### config.mk
export PLATFORM = sky130hd
export DESIGN_NAME = lmu_load_tracker
export DESIGN_NICKNAME = d
export VERILOG_FILES = /design/src/hw/lmu_seq_pkg.sv /design/src/hw/lmu_data_pkg.sv /design/src/hw/lmu_load_tracker.sv
export SDC_FILE = /design/constraint.sdc
export NUM_CORES = 1
export LEC_CHECK = 0
export ABC_CLOCK_PERIOD_IN_PS = 1500
export BUFFER_PORTS_ARGS = -buffer_cell sky130_fd_sc_hd__buf_4
export CAP_MARGIN = 20
export CORE_AREA = 2 2 79 81
export DETAILED_ROUTE_END_ITERATION = 6
export DIE_AREA = 0 0 81 83
export GPL_TIMING_DRIVEN = 0
export HOLD_SLACK_MARGIN = 0.1
export MAX_ROUTING_LAYER = met4
export PLACE_DENSITY = 0.75
export SYNTH_ARGS = -nofsm -noshare
export SYNTH_HDL_FRONTEND = slang
export SYNTH_SLANG_ARGS = --single-unit
### constraint.sdc
create_clock -name clk_i -period 1.5 [get_ports clk_i]
set_input_delay 0.075 -clock clk_i [delete_from_list [all_inputs] [get_ports clk_i]]
set_output_delay 0.075 -clock clk_i [all_outputs]
set_load 0.01 [all_outputs]
### src/hw/lmu_seq_pkg.sv
`default_nettype none

package lmu_seq_pkg;

	////////////////////
	// sequence id layout
	////////////////////

	localparam int SEQ_ID_WIDTH = 33;

	// scoreboard id, top field
	localparam int SB_WIDTH = 4;
	localparam int SB_LSB = 29;

	// elements carried by the beat
	localparam int EL_COUNT_LSB = 22;
	localparam int EL_COUNT_WIDTH = 7;

	// first source element in the line
	localparam int OFFSET_LSB = 16;
	localparam int OFFSET_WIDTH = 6;

	// first destination element id
	localparam int EL_ID_LSB = 5;
	localparam int EL_ID_WIDTH = 11;

	////////////////////
	// load table
	////////////////////

	// sew codes 0..3 map to 8, 16, 32, 64 bits
	localparam int SEW_CODE_WIDTH = 2;
	localparam int STRIDE_WIDTH = 64;
	// element stride 1..4
	localparam int ELEM_STRIDE_WIDTH = 3;
	localparam int NUM_SLOTS = 2;
	// holds el_id + el_count
	localparam int VSTART_WIDTH = 12;

endpackage

`default_nettype wire

### src/hw/lmu_data_pkg.sv
`default_nettype none

package lmu_data_pkg;

	////////////////////
	// lane geometry
	////////////////////

	localparam int LANE_BITS = 64;
	localparam int LANE_BYTES = 8;

	// one 64-bit lane, seen at each element width
	typedef union packed {
		// sew 8
		logic [7:0][7:0] b;
		// sew 16
		logic [3:0][15:0] h;
		// sew 32
		logic [1:0][31:0] w;
		// sew 64, also the flat view
		logic [63:0] d;
	} lane_word_u;

endpackage

`default_nettype wire

### src/hw/lmu_load_tracker.sv
`default_nettype none

module lmu_load_tracker #(
	parameter int NUM_LANES = 8
) (
	input  logic                                         clk_i,
	input  logic                                         rst_n_i,
	input  logic                                         kill_i,
	input  logic                                         load_granted_i,
	input  logic [lmu_seq_pkg::SB_WIDTH-1:0]             granted_sb_id_i,
	input  logic                                         indexed_i,
	input  logic [lmu_seq_pkg::SEW_CODE_WIDTH-1:0]       sew_i,
	input  logic signed [lmu_seq_pkg::STRIDE_WIDTH-1:0]  stride_i,
	input  logic                                         sync_end_i,
	input  logic [lmu_seq_pkg::SB_WIDTH-1:0]             sync_end_sb_id_i,
	input  logic                                         data_valid_i,
	input  logic [lmu_seq_pkg::SEQ_ID_WIDTH-1:0]         seq_id_i,
	output logic                                         beat_valid_o,
	output logic [lmu_seq_pkg::SEW_CODE_WIDTH-1:0]       sew_o,
	output logic                                         reverse_o,
	output logic [lmu_seq_pkg::ELEM_STRIDE_WIDTH-1:0]    elem_stride_o,
	output logic [lmu_seq_pkg::OFFSET_WIDTH-1:0]         offset_o,
	output logic [lmu_seq_pkg::EL_ID_WIDTH-1:0]          el_id_o,
	output logic [lmu_seq_pkg::EL_COUNT_WIDTH-1:0]       el_count_o,
	output logic [lmu_seq_pkg::SB_WIDTH-1:0]             sb_id_o,
	output logic [lmu_seq_pkg::VSTART_WIDTH-1:0]         vstart_self_o,
	output logic [lmu_seq_pkg::VSTART_WIDTH-1:0]         vstart_next_o
);
	import lmu_seq_pkg::*;
	import lmu_data_pkg::*;

	localparam int LINE_BYTES = NUM_LANES * LANE_BYTES;
	localparam int SLOT_IDX_W = $clog2(NUM_SLOTS);

	logic [NUM_SLOTS-1:0] live_q;
	logic [NUM_SLOTS-1:0][SB_WIDTH-1:0] sb_q;
	logic [NUM_SLOTS-1:0][SEW_CODE_WIDTH-1:0] sew_q;
	logic [NUM_SLOTS-1:0] neg_q;
	logic [NUM_SLOTS-1:0] idx_q;
	logic [NUM_SLOTS-1:0][ELEM_STRIDE_WIDTH-1:0] estr_q;

	logic [NUM_SLOTS-1:0] grant_sel;
	logic [NUM_SLOTS-1:0] end_sel;
	logic [NUM_SLOTS-1:0] grant_dup;
	logic [NUM_SLOTS-1:0] hit_vec;
	logic [SLOT_IDX_W-1:0] hit_idx;
	logic [STRIDE_WIDTH-1:0] stride_abs;
	logic [STRIDE_WIDTH-1:0] stride_elems;
	logic [SB_WIDTH-1:0] beat_sb;
	logic [EL_COUNT_WIDTH-1:0] beat_count;
	logic [OFFSET_WIDTH-1:0] offset_wrap;

	////////////////////
	// table update
	////////////////////

	// first free slot, slot 0 first
	always_comb begin
		logic taken;
		taken = 1'b0;
		for (int s = 0; s < NUM_SLOTS; s++) begin
			grant_sel[s] = load_granted_i && !live_q[s] && !taken;
			taken = taken || !live_q[s];
			end_sel[s] = sync_end_i && live_q[s] && (sb_q[s] == sync_end_sb_id_i);
			grant_dup[s] = live_q[s] && (sb_q[s] == granted_sb_id_i);
		end
	end

	// byte stride to element stride
	assign stride_abs = stride_i[STRIDE_WIDTH-1] ? -stride_i : stride_i;
	assign stride_elems = stride_abs >> sew_i;

	always_ff @(posedge clk_i or negedge rst_n_i) begin
		if (!rst_n_i) begin
			live_q <= '0;
		end else if (kill_i) begin
			live_q <= '0;
		end else begin
			live_q <= (live_q & ~end_sel) | grant_sel;
		end
	end

	always_ff @(posedge clk_i) begin
		for (int s = 0; s < NUM_SLOTS; s++) begin
			if (grant_sel[s]) begin
				sb_q[s] <= granted_sb_id_i;
				sew_q[s] <= sew_i;
				neg_q[s] <= stride_i[STRIDE_WIDTH-1];
				idx_q[s] <= indexed_i;
				estr_q[s] <= stride_elems[ELEM_STRIDE_WIDTH-1:0];
			end
		end
	end

	////////////////////
	// beat lookup
	////////////////////

	assign beat_sb = seq_id_i[SB_LSB +: SB_WIDTH];
	assign beat_count = seq_id_i[EL_COUNT_LSB +: EL_COUNT_WIDTH];

	always_comb begin
		hit_idx = '0;
		for (int s = NUM_SLOTS - 1; s >= 0; s--) begin
			hit_vec[s] = live_q[s] && (sb_q[s] == beat_sb);
			if (hit_vec[s]) begin
				hit_idx = SLOT_IDX_W'(s);
			end
		end
	end

	assign beat_valid_o = data_valid_i && (|hit_vec);

	// offset modulo elements per line
	assign offset_wrap = OFFSET_WIDTH'((LINE_BYTES >> sew_q[hit_idx]) - 1);

	assign sew_o = sew_q[hit_idx];
	assign reverse_o = neg_q[hit_idx] && !idx_q[hit_idx];
	assign elem_stride_o = (idx_q[hit_idx] || !beat_valid_o) ? ELEM_STRIDE_WIDTH'(1)
		: estr_q[hit_idx];
	assign offset_o = seq_id_i[OFFSET_LSB +: OFFSET_WIDTH] & offset_wrap;
	assign el_id_o = seq_id_i[EL_ID_LSB +: EL_ID_WIDTH];
	// no elements reach the lanes without a hit
	assign el_count_o = beat_valid_o ? beat_count : '0;
	assign sb_id_o = beat_sb;
	assign vstart_self_o = VSTART_WIDTH'(el_id_o);
	assign vstart_next_o = VSTART_WIDTH'(el_id_o) + VSTART_WIDTH'(beat_count);

	////////////////////
	// grant protocol
	////////////////////

	a_grant_when_full: assert property (@(posedge clk_i) disable iff (!rst_n_i || kill_i)
		load_granted_i |-> !(&live_q))
		else $error("grant while both slots are live");

	a_grant_live_id: assert property (@(posedge clk_i) disable iff (!rst_n_i || kill_i)
		load_granted_i |-> !(|grant_dup))
		else $error("grant of an id that is already live");

	a_grant_and_end: assert property (@(posedge clk_i) disable iff (!rst_n_i || kill_i)
		(load_granted_i && sync_end_i) |-> (granted_sb_id_i != sync_end_sb_id_i))
		else $error("grant and sync-end of the same id");

endmodule

`default_nettype wire

Yosys cells after proc, flatten, opt, wreduce, memory -nomap -nowiden

Index checks and enable logic that the tools add are counted.

Flip-flop bits (word level): 24
Bits in latches: 0
Memory bits (writable): 0
ROM bits: 0
Output and inout port bits: 59
Word-level logic and storage cells: 56
Memories kept: 0

Add/subtract/negate cells: 3
Multipliers: 0
Div/mod/pow operators: 0
$lt $le $gt $ge: 1
Eq/ne operators: 4
Shift-type cells: 2
Muxes and demuxes: 14
Bitwise operators: 4
Reduce and logical (&&, ||, !) cells: 17

Operator list:

| operator              | count |
|---|---|
| $mux W64              | 1 |
| $neg A64 Y64          | 1 |
| $shr A64 B2 Y3        | 1 |
| $eq A4 B4 Y1          | 4 |
| $add A11 B7 Y12       | 1 |
| $logic_and A1 B1 Y1   | 11 |
| $mux W3               | 3 |
| $mux W7               | 1 |
| $shr A7 B2 Y6 const A | 1 |
| $and A6 B6 Y6         | 1 |
| $mux W1               | 6 |
| $mux W2               | 3 |
| $sub A6 B2 Y6 const B | 1 |
| $logic_not A1 Y1      | 4 |
| $and A2 B2 Y2         | 1 |
| $lt A1 B2 Y1 const B  | 1 |
| $not A2 Y2            | 1 |
| $or A2 B2 Y2          | 1 |
| $reduce_or A2 Y1      | 1 |
| $logic_or A1 B1 Y1    | 1 |

Logic depth before layout (Yosys ltp)

Gate-level depths: netlist of the first run.

Depth in word-level cells: 9
Gate-level depth with buffers: 7
Gate-level depth less buffers: 7

Least setup slack after synthesis of the first run

Ideal clock, no wire load.

Path type: register to output
Start point: register sb_q[4] in the netlist's numbering
End point: output offset_o[3] in the netlist's numbering
Arrival time: 1,623 ps
Setup slack: -198 ps
Stages on the path, launching flop included: 7
Buffers on the path: 1
Path through: edfxtp_1 > xor2_1 > nor3_1 > and3_1 > clkbuf_1 > nand2_1 > a311oi_1

Word-level cells in the longest chain between the ends: 9

Ends and longest elaborated chain:

| what                                       | line                    | text |
|---|---|---|
| start, declared                            | lmu_load_tracker.sv:36  | `logic [NUM_SLOTS-1:0][SB_WIDTH-1:0] sb_q;` |
| start signal, assigned by index            | lmu_load_tracker.sv:86  | `sb_q[s] <= granted_sb_id_i;` |
| $eq A4 B4 Y1                               | lmu_load_tracker.sv:105 | `hit_vec[s] = live_q[s] && (sb_q[s] == beat_sb);` |
| $logic_and A1 B1 Y1                        | lmu_load_tracker.sv:105 |  |
| $mux W1 (2 in a row)                       | lmu_load_tracker.sv:106 | `if (hit_vec[s]) begin` |
| $mux W2 (implied by the code) (2 in a row) | lmu_load_tracker.sv:115 | `assign offset_wrap = OFFSET_WIDTH'((LINE_BYTES >> sew_q[hit_idx]) - 1);` |
| $shr A7 B2 Y6                              | lmu_load_tracker.sv:115 |  |
| $sub A6 B2 Y6                              | lmu_load_tracker.sv:115 |  |
| $and A6 B6 Y6                              | lmu_load_tracker.sv:121 | `assign offset_o = seq_id_i[OFFSET_LSB +: OFFSET_WIDTH] & offset_wrap;` |
| end, declared                              | lmu_load_tracker.sv:22  | `output logic [lmu_seq_pkg::OFFSET_WIDTH-1:0] offset_o,` |

No other way between the ends. The select of a mux whose other input is x is not followed.

Worst setup path after layout of the first run

Start point: register sb_q[2] in the netlist's numbering
End point: output offset_o[5] in the netlist's numbering

Word-level cells in the longest chain between the ends: 8

Ends and longest elaborated chain:

| what                                       | line |
|---|---|
| $eq A4 B4 Y1                               | lmu_load_tracker.sv:105 |
| $logic_and A1 B1 Y1                        | lmu_load_tracker.sv:105 |
| $mux W1                                    | lmu_load_tracker.sv:106 |
| $mux W2 (implied by the code) (2 in a row) | lmu_load_tracker.sv:115 |
| $shr A7 B2 Y6                              | lmu_load_tracker.sv:115 |
| $sub A6 B2 Y6                              | lmu_load_tracker.sv:115 |
| $and A6 B6 Y6                              | lmu_load_tracker.sv:121 |

No other way between the ends. The select of a mux whose other input is x is not followed.

==> run_results.csv, run 1 <==
group,metric,value,unit
outcome,status,"complete, but fails checks",
outcome,violations,"setup timing",
setup_path,cp-end-kind,"primary output",
global_routing,grt_overflow_total,0,
timing,min_period,2000,ps
synthesis,synth_warnings,0,
setup_path,criticalPathCategory,"reg2out",
synthesis,yosys-top-cells-area,"edfxtp_1, buf_4, xnor2_1",
route,drtPass1Iterations,4,
synthesis,synthDistinctLibCells,41,
route,routed_wl,5510,microns
setup_path,path_max_fanout,9,
synthesis,avgSynthCellArea,9.81,sq um
timing,holdWs,147,ps
timing,maxSlewViolCount,0,
floorplanning,die_height,83,microns
timing,worstMarginPinSlew,531,ps
synthesis,ys_seq_area_share,36.6,%
setup_path,critPathLaunchType,"flip-flop",
floorplanning,fp.dieArea,6720,sq um
global_routing,grt_pass1_vias,1852,
route,viasPerCell,4.71,
synthesis,ys_ff_latch,24,
route,num_vias,1914,
timing,fin_worst_skew,10.9,ps
clocking,cts_made_buffers,3,
clocking,clock_latency,260,ps
floorplanning,core,5820,sq um
floorplanning,initial_core_util,33.4,%
timing,fin_ws,-504,ps
setup_path,cp_slowest_stage_delay,490,ps
pwr,p_per_area,597,nW/um^2
setup_path,reg2reg_depth,6,
floorplanning,die_w,81,microns
pwr,ir_drop,369,uV
clocking,clk_pin_slew,80,ps
layout,final_nets,455,
synthesis,syn_inst,198,
global_routing,grt_antenna_before_repair,0,
layout,design_area,3440,sq um
timing,min_period_over_period,134,%
synthesis,synthDominantCellAreaShare,34.0,%
route,antenna_left,0,
flow_run,cap_violations,0,
placed_design,place_area,2900,sq um
timing,rsz0062_at_grt,"true",
layout,antenna_cells,0,
layout,drive_gt1_share,61.9,%
setup_path,critPathSlowestCell,"or4_4",
setup_path,cp.arrival,1930,ps
synthesis,synth_area,1940,sq um
setup_path,crit_chain,"xor2_1 > nor3_2 > and3_4 > or4_4 > a21boi_2 > buf_4",
global_routing,grt_pass1_wl,8180,microns
setup_path,cp.required,1420,ps
timing,setup_viol,21,
floorplanning,io_pins,173,
layout,syn2layout_area_growth,77.1,%
layout,final_util,59.2,%
global_routing,grt_max_degree,14,
setup_path,rr_endpoint,"live_q[1]",
timing,hold_violations,0,
global_routing,grt.total_usage,15.7,%
layout,final_cell_mix,"buf_4, edfxtp_1, xnor2_1, buf_6, xor2_1",
layout,final_common_cell,"buf_4",
clocking,cts.sinks,24,
placed_design,pre_cts_ws,-432,ps
synthesis,syn_nets,321,
timing,max_freq,499,MHz
floorplanning,rows,28,
clocking,cts_max_path_buffers,2,
timing,max_slew_margin,64.5,%
placed_design,routabilityCongestion,0.940,
route,drt_iter0_markers,25,
synthesis,synth_top_cell_by_area,"edfxtp_1",
clocking,cts_root_buf,"clkbuf_8",
route,drc_errors,0,
clocking,cts_tree,"built",
route,wl_per_cell,13.6,microns
setup_path,rr_startpoint,"sb_q[4]",
setup_path,r2r_slack,90,ps
worst_hold_path,hold_class,"in2async",
pwr,leakagePower,1.53,nW
clocking,cts_max_level,1,
layout,n_fill_cell,478,
placed_design,port_buffers,106,
placed_design,place_hpwl,4170,microns
## metal layers
metal  vias up  part of all wire, %  GRT usage, %
li1        939                    -             -
met1       889                   40          16.6
met2        82                   52          30.2
met3         4                  7.4          1.20
met4         0                 0.87          4.16
met5         -                    0             -
## power by group
| group | switching [mW] | internal, mW | total (mW) |
|---|---|---|---|
| clock network | 0.175 | 0.233 | 0.409 |
| registers | 0.0258 | 0.779 | 0.805 |
| logic | 0.361 | 0.482 | 0.843 |
## what timing repair did
item,in CTS,in global routing
setup buffers,9,4
endpoints found under the hold margin,20,0
pin swaps,17,25
endpoints found under the setup margin,36,28
hold buffers,11,0
resized for setup,30,31
## how the worst max path moves through the flow
| stage | from | end | slack [ps] | cells past startpoint |
|---|---|---|---|---|
| CTS | sb_q[1] | sew_o[0] | -530 | 6 |
| finish | sb_q[2] | offset_o[5] | -500 | 6 |
| floorplan | sb_q[4] | offset_o[5] | -130 | 5 |
| global route | sb_q[2] | offset_o[5] | -610 | 6 |
| global placement | sb_q[4] | offset_o[5] | -400 | 6 |
| detailed placement | sb_q[4] | offset_o[5] | -430 | 6 |
## worst max-delay path: cells and delay by family (launching register included)
family / cells / cell delay, ps
AND/OR/NAND/NOR: 3 / 760
flip-flops: 1 / 430
XOR/XNOR: 1 / 210
AO/OA/AOI/OAI: 1 / 150
buffers and inverters: 1 / 130
## through the flow
stage | TNS (ps) | instances | power [mW]
floorplan | -332 | 198 | 1.18
global placement | -5850 | 379 | 1.50
detailed placement | -6580 | 379 | 1.52
CTS | -7820 | 402 | 1.98
global route | -9810 | 406 | 2.15
finish | -7780 | 406 | 2.06
## kinds of logic after synthesis
family,Yosys count,share of synthesized area (%)
AOI/OAI and AO/OA,35,11.0
xor gates and xnor gates,29,13.1
adders and majority gates,9,6.18
buffers and inverters,40,13.5
DFF,24,36.6
muxes,6,4.31
other,1,0.193
and+or+nand+nor,54,15.1
## state kept, by name, summed over array words and instances (netlist names)
signal	cells
sb_q	8
estr_q	6
sew_q	4
idx_q	2
live_q	2
neg_q	2
## layout make-up
class                           count  area, sq um  area share (%)
Timing Repair Buffer              130         1080            31.3
Clock buffer                        4         55.1            1.60
Sequential cell                    24          711            20.6
Tap cell                           75         93.8            2.73
Multi-Input combinational cell    134         1230            35.8
Buffer                             32          244            7.09
Inverter                            7         28.8           0.836
## synth_stat cells, drive strengths merged
cell type,n
a211oi,1
a21boi,1
a21o,3
a21oi,7
a311oi,1
and2,7
and3,4
and3b,1
buf,30
clkbuf,3
conb,1
dfrtp,2
edfxtp,22
fa,1
ha,8
inv,7
mux2,3
mux2i,2
mux4,1
nand2,8
nand2b,2
nand3,7
nand4b,2
nor2,7
nor2b,5
nor3,6
nor4,2
o2111ai,1
o21ai,15
o21bai,2
o22ai,1
o2bb2ai,1
o31ai,2
or3,1
or4,2
xnor2,16
xor2,13
Note: power is estimated with default switching activity, not from simulation.
==> inputs of run 2 (changes only) <==
Settings changed: CORE_AREA 2 2 79 81 to 4 4 81 83, DIE_AREA 0 0 81 83 to 0 0 85 87, SKIP_CTS_REPAIR_TIMING set to 1.
==> run_results.csv, run 2 (synthesis gave the netlist of run 1 again) <==
group,metric,value,unit
setup_path,criticalPathCategory,"reg2out",
timing,maxSlewViolCount,0,
floorplanning,initial_core_util,33.2,%
floorplanning,rows,28,
clocking,cts_tree,"built",
clocking,cts_made_buffers,3,
setup_path,cp.required,1420,ps
placed_design,routabilityCongestion,0.888,
timing,worstMarginPinSlew,584,ps
layout,drive_gt1_share,58.0,%
timing,finalSetupTns,-8810,ps
layout,antenna_cells,0,
global_routing,grt_overflow_total,0,
route,wl_per_cell,13.7,microns
timing,rsz0062_at_grt,"true",
outcome,violations,"setup timing",
layout,final_nets,450,
clocking,cts_max_level,1,
global_routing,grt_pass1_vias,1755,
layout,final_common_cell,"buf_4",
pwr,p_sw,0.539,mW
route,antenna_left,0,
route,num_vias,1899,
layout,largest_reg_flops,8,
clocking,clk_pin_slew,80,ps
route,drt_iter0_markers,15,
layout,syn2layout_area_growth,69.5,%
pwr,p_per_area,605,nW/um^2
outcome,status,"complete, but fails checks",
setup_path,cp-end-kind,"primary output",
pwr,comb_power_share,39.1,%
floorplanning,io_pins,173,
floorplanning,core,5850,sq um
global_routing,grt_pass1_wl,7910,microns
timing,max_slew_margin,60.9,%
timing,min_period,2090,ps
layout,n_fill_cell,493,
pwr,intPower,1.45,mW
global_routing,grt_antenna_before_repair,0,
global_routing,grt.total_usage,13.0,%
placed_design,pre_cts_ws,-424,ps
timing,max_freq,478,MHz
floorplanning,fp.dieArea,7400,sq um
pwr,p_seq_share,40.4,%
route,viasPerCell,4.74,
global_routing,grt_max_degree,14,
pwr,ir_drop,510,uV
route,drtPass1Iterations,4,
pwr,clkPwrFrac,20.5,%
flow_run,cap_violations,0,
clocking,cts.sinks,24,
layout,final_cell_mix,"buf_4, edfxtp_1, xnor2_1, buf_6, xor2_1",
clocking,cts_root_buf,"clkbuf_8",
setup_path,cp_slowest_stage_delay,500,ps
layout,regMostFlops,"sb_q",
placed_design,port_buffers,106,
layout,top_regs,"sb_q: 8 flops, estr_q: 6 flops, sew_q: 4 flops",
setup_path,critPathSlowestCell,"or4_4",
pwr,power,1.99,mW
clocking,clock_latency,250,ps
placed_design,place_hpwl,4390,microns
timing,min_period_over_period,139,%
setup_path,path_max_fanout,9,
timing,fin_worst_skew,2.43,ps
timing,hold_violations,0,
worst_hold_path,hold_class,"in2reg",
setup_path,crit_chain,"xor2_1 > nor3_2 > and3_2 > or4_4 > a21boi_2 > buf_4",
setup_path,critPathLaunchType,"flip-flop",
route,routed_wl,5490,microns
timing,fin_ws,-591,ps
pwr,leakagePower,1.48,nW
route,drc_errors,0,
setup_path,cp.arrival,2020,ps
floorplanning,die_w,85,microns
floorplanning,die_height,87,microns
pwr,switching_share,27.1,%
clocking,cts_max_path_buffers,2,
timing,setup_viol,20,
==> run 2: per-stage QoR <==
step           hold WS [ps]  instance area, sq um  utilization (%)  instances
2_1_floorplan          -221                  2010                -        198
3_3_place_gp           -139                  2900             49.6        379
3_5_place_dp           -139                  2900             49.6        379
4_1_cts                -417                  2960             50.6        383
5_1_grt                 108                  3290             56.3        401
6_report                109                  3290             56.3        401
==> run 2: cell type report <==
cell class	count	area [sq um]	share of cell area [%]
Buffer	32	244	7.41
Clock buffer	4	55.1	1.67
Inverter	7	26.3	0.798
Multi-Input combinational cell	134	1150	34.8
Sequential cell	24	711	21.6
Tap cell	75	93.8	2.85
Timing Repair Buffer	124	1010	30.7
Timing Repair inverter	1	7.51	0.228
==> run 2: metal layers <==
metal / routed length [microns] / up-vias / GRT usage, % / share of wire, %
met1: 2040 / 882 / 13.5 / 37
met5: 0 / - / - / 0
li1: - / 928 / - / -
met4: 85 / 0 / 2.73 / 1.5
met2: 2860 / 81 / 24.9 / 52
met3: 499 / 8 / 3.22 / 9.1
==> run 2: worst max-delay path: cells and delay by family, from the launching register on <==
family / cells / cell delay (ps)
XOR/XNOR: 1 / 230
AO/OA/AOI/OAI: 1 / 150
buffers and inverters: 1 / 130
AND/OR/NAND/NOR: 3 / 820
flip-flops: 1 / 430
==> run 2: worst paths after layout <==
path	start	to	slack (ps)	cells after the start
setup / recovery	sb_q[3]	offset_o[5]	-590	6
hold / removal	stride_i[63]	neg_q[0]	110	1
setup reg to reg	sb_q[4]	live_q[1]	150	6
hold reg to reg	live_q[1]	live_q[1]	610	2
max in group asynchronous	rst_n_i	live_q[1]	1270	2
min in group asynchronous	rst_n_i	live_q[0]	140	2
==> run 2: power groups by stage <==
stage / clock, mW / combinational, mW / sequential [mW]
after global routing: 0.445 / 0.844 / 0.808
after CTS: 0.419 / 0.706 / 0.803
after global placement: 0 / 0.688 / 0.817
after detailed placement: 0 / 0.705 / 0.818
final: 0.409 / 0.779 / 0.804
after floorplan: 0 / 0.366 / 0.811
==> inputs of run 3 (changes only) <==
Settings changed: ABC_CLOCK_PERIOD_IN_PS 1500 to 2400, CORE_AREA 4 4 81 83 to 2 2 75 77, DIE_AREA 0 0 85 87 to 0 0 77 79, PLACE_DENSITY 0.75 to 0.79.
Clock period 1.5 ns to 2.4 ns, I/O delays scaled along.
==> run_results.csv, run 3 (synthesis gave the netlist of run 1 again) <==
group,metric,value,unit
clocking,clk_pin_slew,80,ps
timing,hold_violations,0,
timing,min_period_over_period,92.9,%
setup_path,worstPathBufferInverterCount,1,
setup_path,cp_slowest_stage_delay,470,ps
floorplanning,initial_core_util,36.4,%
pwr,leakagePower,1.37,nW
global_routing,grt_overflow_total,0,
global_routing,grt_pass1_vias,1708,
route,drc_errors,0,
timing,max_freq,448,MHz
pwr,power,1.18,mW
flow_run,cap_violations,0,
timing,min_period,2230,ps
timing,worstMarginPinSlew,972,ps
setup_path,critPathSlowestCell,"or4_1",
route,routed_wl,4900,microns
layout,multi_input_area,971,sq um
clocking,cts_root_buf,"clkbuf_8",
pwr,p_per_area,399,nW/um^2
route,wl_per_cell,12.7,microns
worst_hold_path,min_to,"neg_q[0]",
global_routing,grt_pass1_wl,7650,microns
layout,regMostFlops,"sb_q",
setup_path,critical-path-top-delay-family,"simple AND/OR/NAND/NOR gates",
clocking,cts_max_path_buffers,2,
timing,maxSlewViolCount,0,
setup_path,critPathLaunchType,"flip-flop",
setup_path,cp-end-kind,"primary output",
layout,syn2layout_area_growth,52.2,%
timing,setup_viol,0,
setup_path,rr_startpoint,"live_q[0]",
setup_path,crit_chain,"xor2_1 > nor3_1 > nand3_1 > or4_1 > a21boi_1 > buf_4",
floorplanning,fp.dieArea,6080,sq um
floorplanning,core,5340,sq um
floorplanning,die_height,79,microns
global_routing,grt_antenna_before_repair,0,
floorplanning,die_w,77,microns
clocking,clock_latency,260,ps
pwr,ir_drop,374,uV
timing,max_slew_margin,35.1,%
global_routing,grt_max_degree,14,
worst_hold_path,min-delay-start,"stride_i[63]",
clocking,cts.sinks,24,
layout,largest_reg_flops,8,
layout,final_nets,439,
clocking,cts_made_buffers,3,
layout,seq_area,711,sq um
placed_design,pre_cts_ws,357,ps
layout,n_fill_cell,486,
global_routing,grt.total_usage,16.0,%
setup_path,criticalPathCategory,"reg2out",
layout,final_common_cell,"buf_4",
route,num_vias,1808,
route,antenna_left,0,
timing,fin_ws,170,ps
layout,antenna_cells,0,
layout,top_regs,"sb_q: 8 flops, estr_q: 6 flops, sew_q: 4 flops",
placed_design,place_hpwl,4080,microns
layout,drive_gt1_share,46.0,%
setup_path,cp.arrival,2110,ps
layout,design_area,2960,sq um
worst_hold_path,hold_class,"in2reg",
floorplanning,io_pins,173,
setup_path,cp.required,2280,ps
setup_path,path_max_fanout,8,
setup_path,r2r_slack,810,ps
route,viasPerCell,4.67,
floorplanning,rows,27,
timing,fin_worst_skew,5.66,ps
placed_design,place_area,2830,sq um
worst_hold_path,min_delay_path_depth,1,
setup_path,rr_endpoint,"sew_q[0]",
placed_design,port_buffers,106,
route,drt_iter0_markers,23,
placed_design,routabilityCongestion,0.820,
setup_path,reg2reg_depth,1,
outcome,status,"finished clean",
clocking,cts_max_level,1,
clocking,cts_tree,"built",
timing,holdWs,122,ps
layout,final_cell_mix,"buf_4, edfxtp_1, xnor2_1, xor2_1, dlygate4sd3_1",
route,drtPass1Iterations,4,
==> run 3: cell types whose count changed in the layout (fill, tap and decap cells not counted), moves of 5 or more <==
cell and delta:
and2_1 +7, buf_4 +5, buf_6 -13, and2_4 -7
==> run 3: metrics by stage <==
stage	TNS [ps]	cells	util [%]
2_1_floorplan	0	198	-
3_3_place_gp	0	376	53.0
3_5_place_dp	0	376	53.0
4_1_cts	0	380	53.8
5_1_grt	-1.77	387	55.4
6_report	0	387	55.4
==> run 3: per-layer routing <==
| metal | wire (microns) | vias to the layer above | track usage [%] |
|---|---|---|---|
| met5 | 0 | - | - |
| met4 | 95 | 0 | 6.79 |
| met3 | 388 | 9 | 2.61 |
| met2 | 2330 | 85 | 28.0 |
| met1 | 2090 | 812 | 18.3 |
| li1 | - | 902 | - |
==> run 3: worst max-delay path by stage <==
| stage | startpoint | end | slack (ps) | cells past startpoint |
|---|---|---|---|---|
| after global placement | seq_id_i[5] | vstart_next_o[6] | 410 | 9 |
| after detailed placement | seq_id_i[5] | vstart_next_o[6] | 360 | 9 |
| after CTS | sb_q[3] | el_count_o[6] | 90 | 8 |
| after floorplan | sb_q[4] | offset_o[3] | 660 | 6 |
| final | sb_q[7] | offset_o[5] | 170 | 6 |
| after global routing | sb_q[4] | offset_o[5] | -2 | 6 |
==> run 3: report_power, final <==
part / switching, mW / total, mW / internal, mW / leakage [nW]
logic: 0.191 / 0.440 / 0.250 / 1.12
clock network: 0.118 / 0.237 / 0.119 / 0.0228
registers: 0.0150 / 0.502 / 0.487 / 0.232
total: 0.324 / 1.18 / 0.855 / 1.37
==> run 3: area by class of cell <==
| cell class | instances | area share [%] |
|---|---|---|
| buffer | 31 | 7.74 |
| multi-input combinational | 134 | 32.8 |
| timing repair buffer | 115 | 29.9 |
| sequential | 24 | 24.0 |
| inverter | 7 | 0.888 |
| tap | 72 | 3.05 |
| clock buffer | 4 | 1.52 |
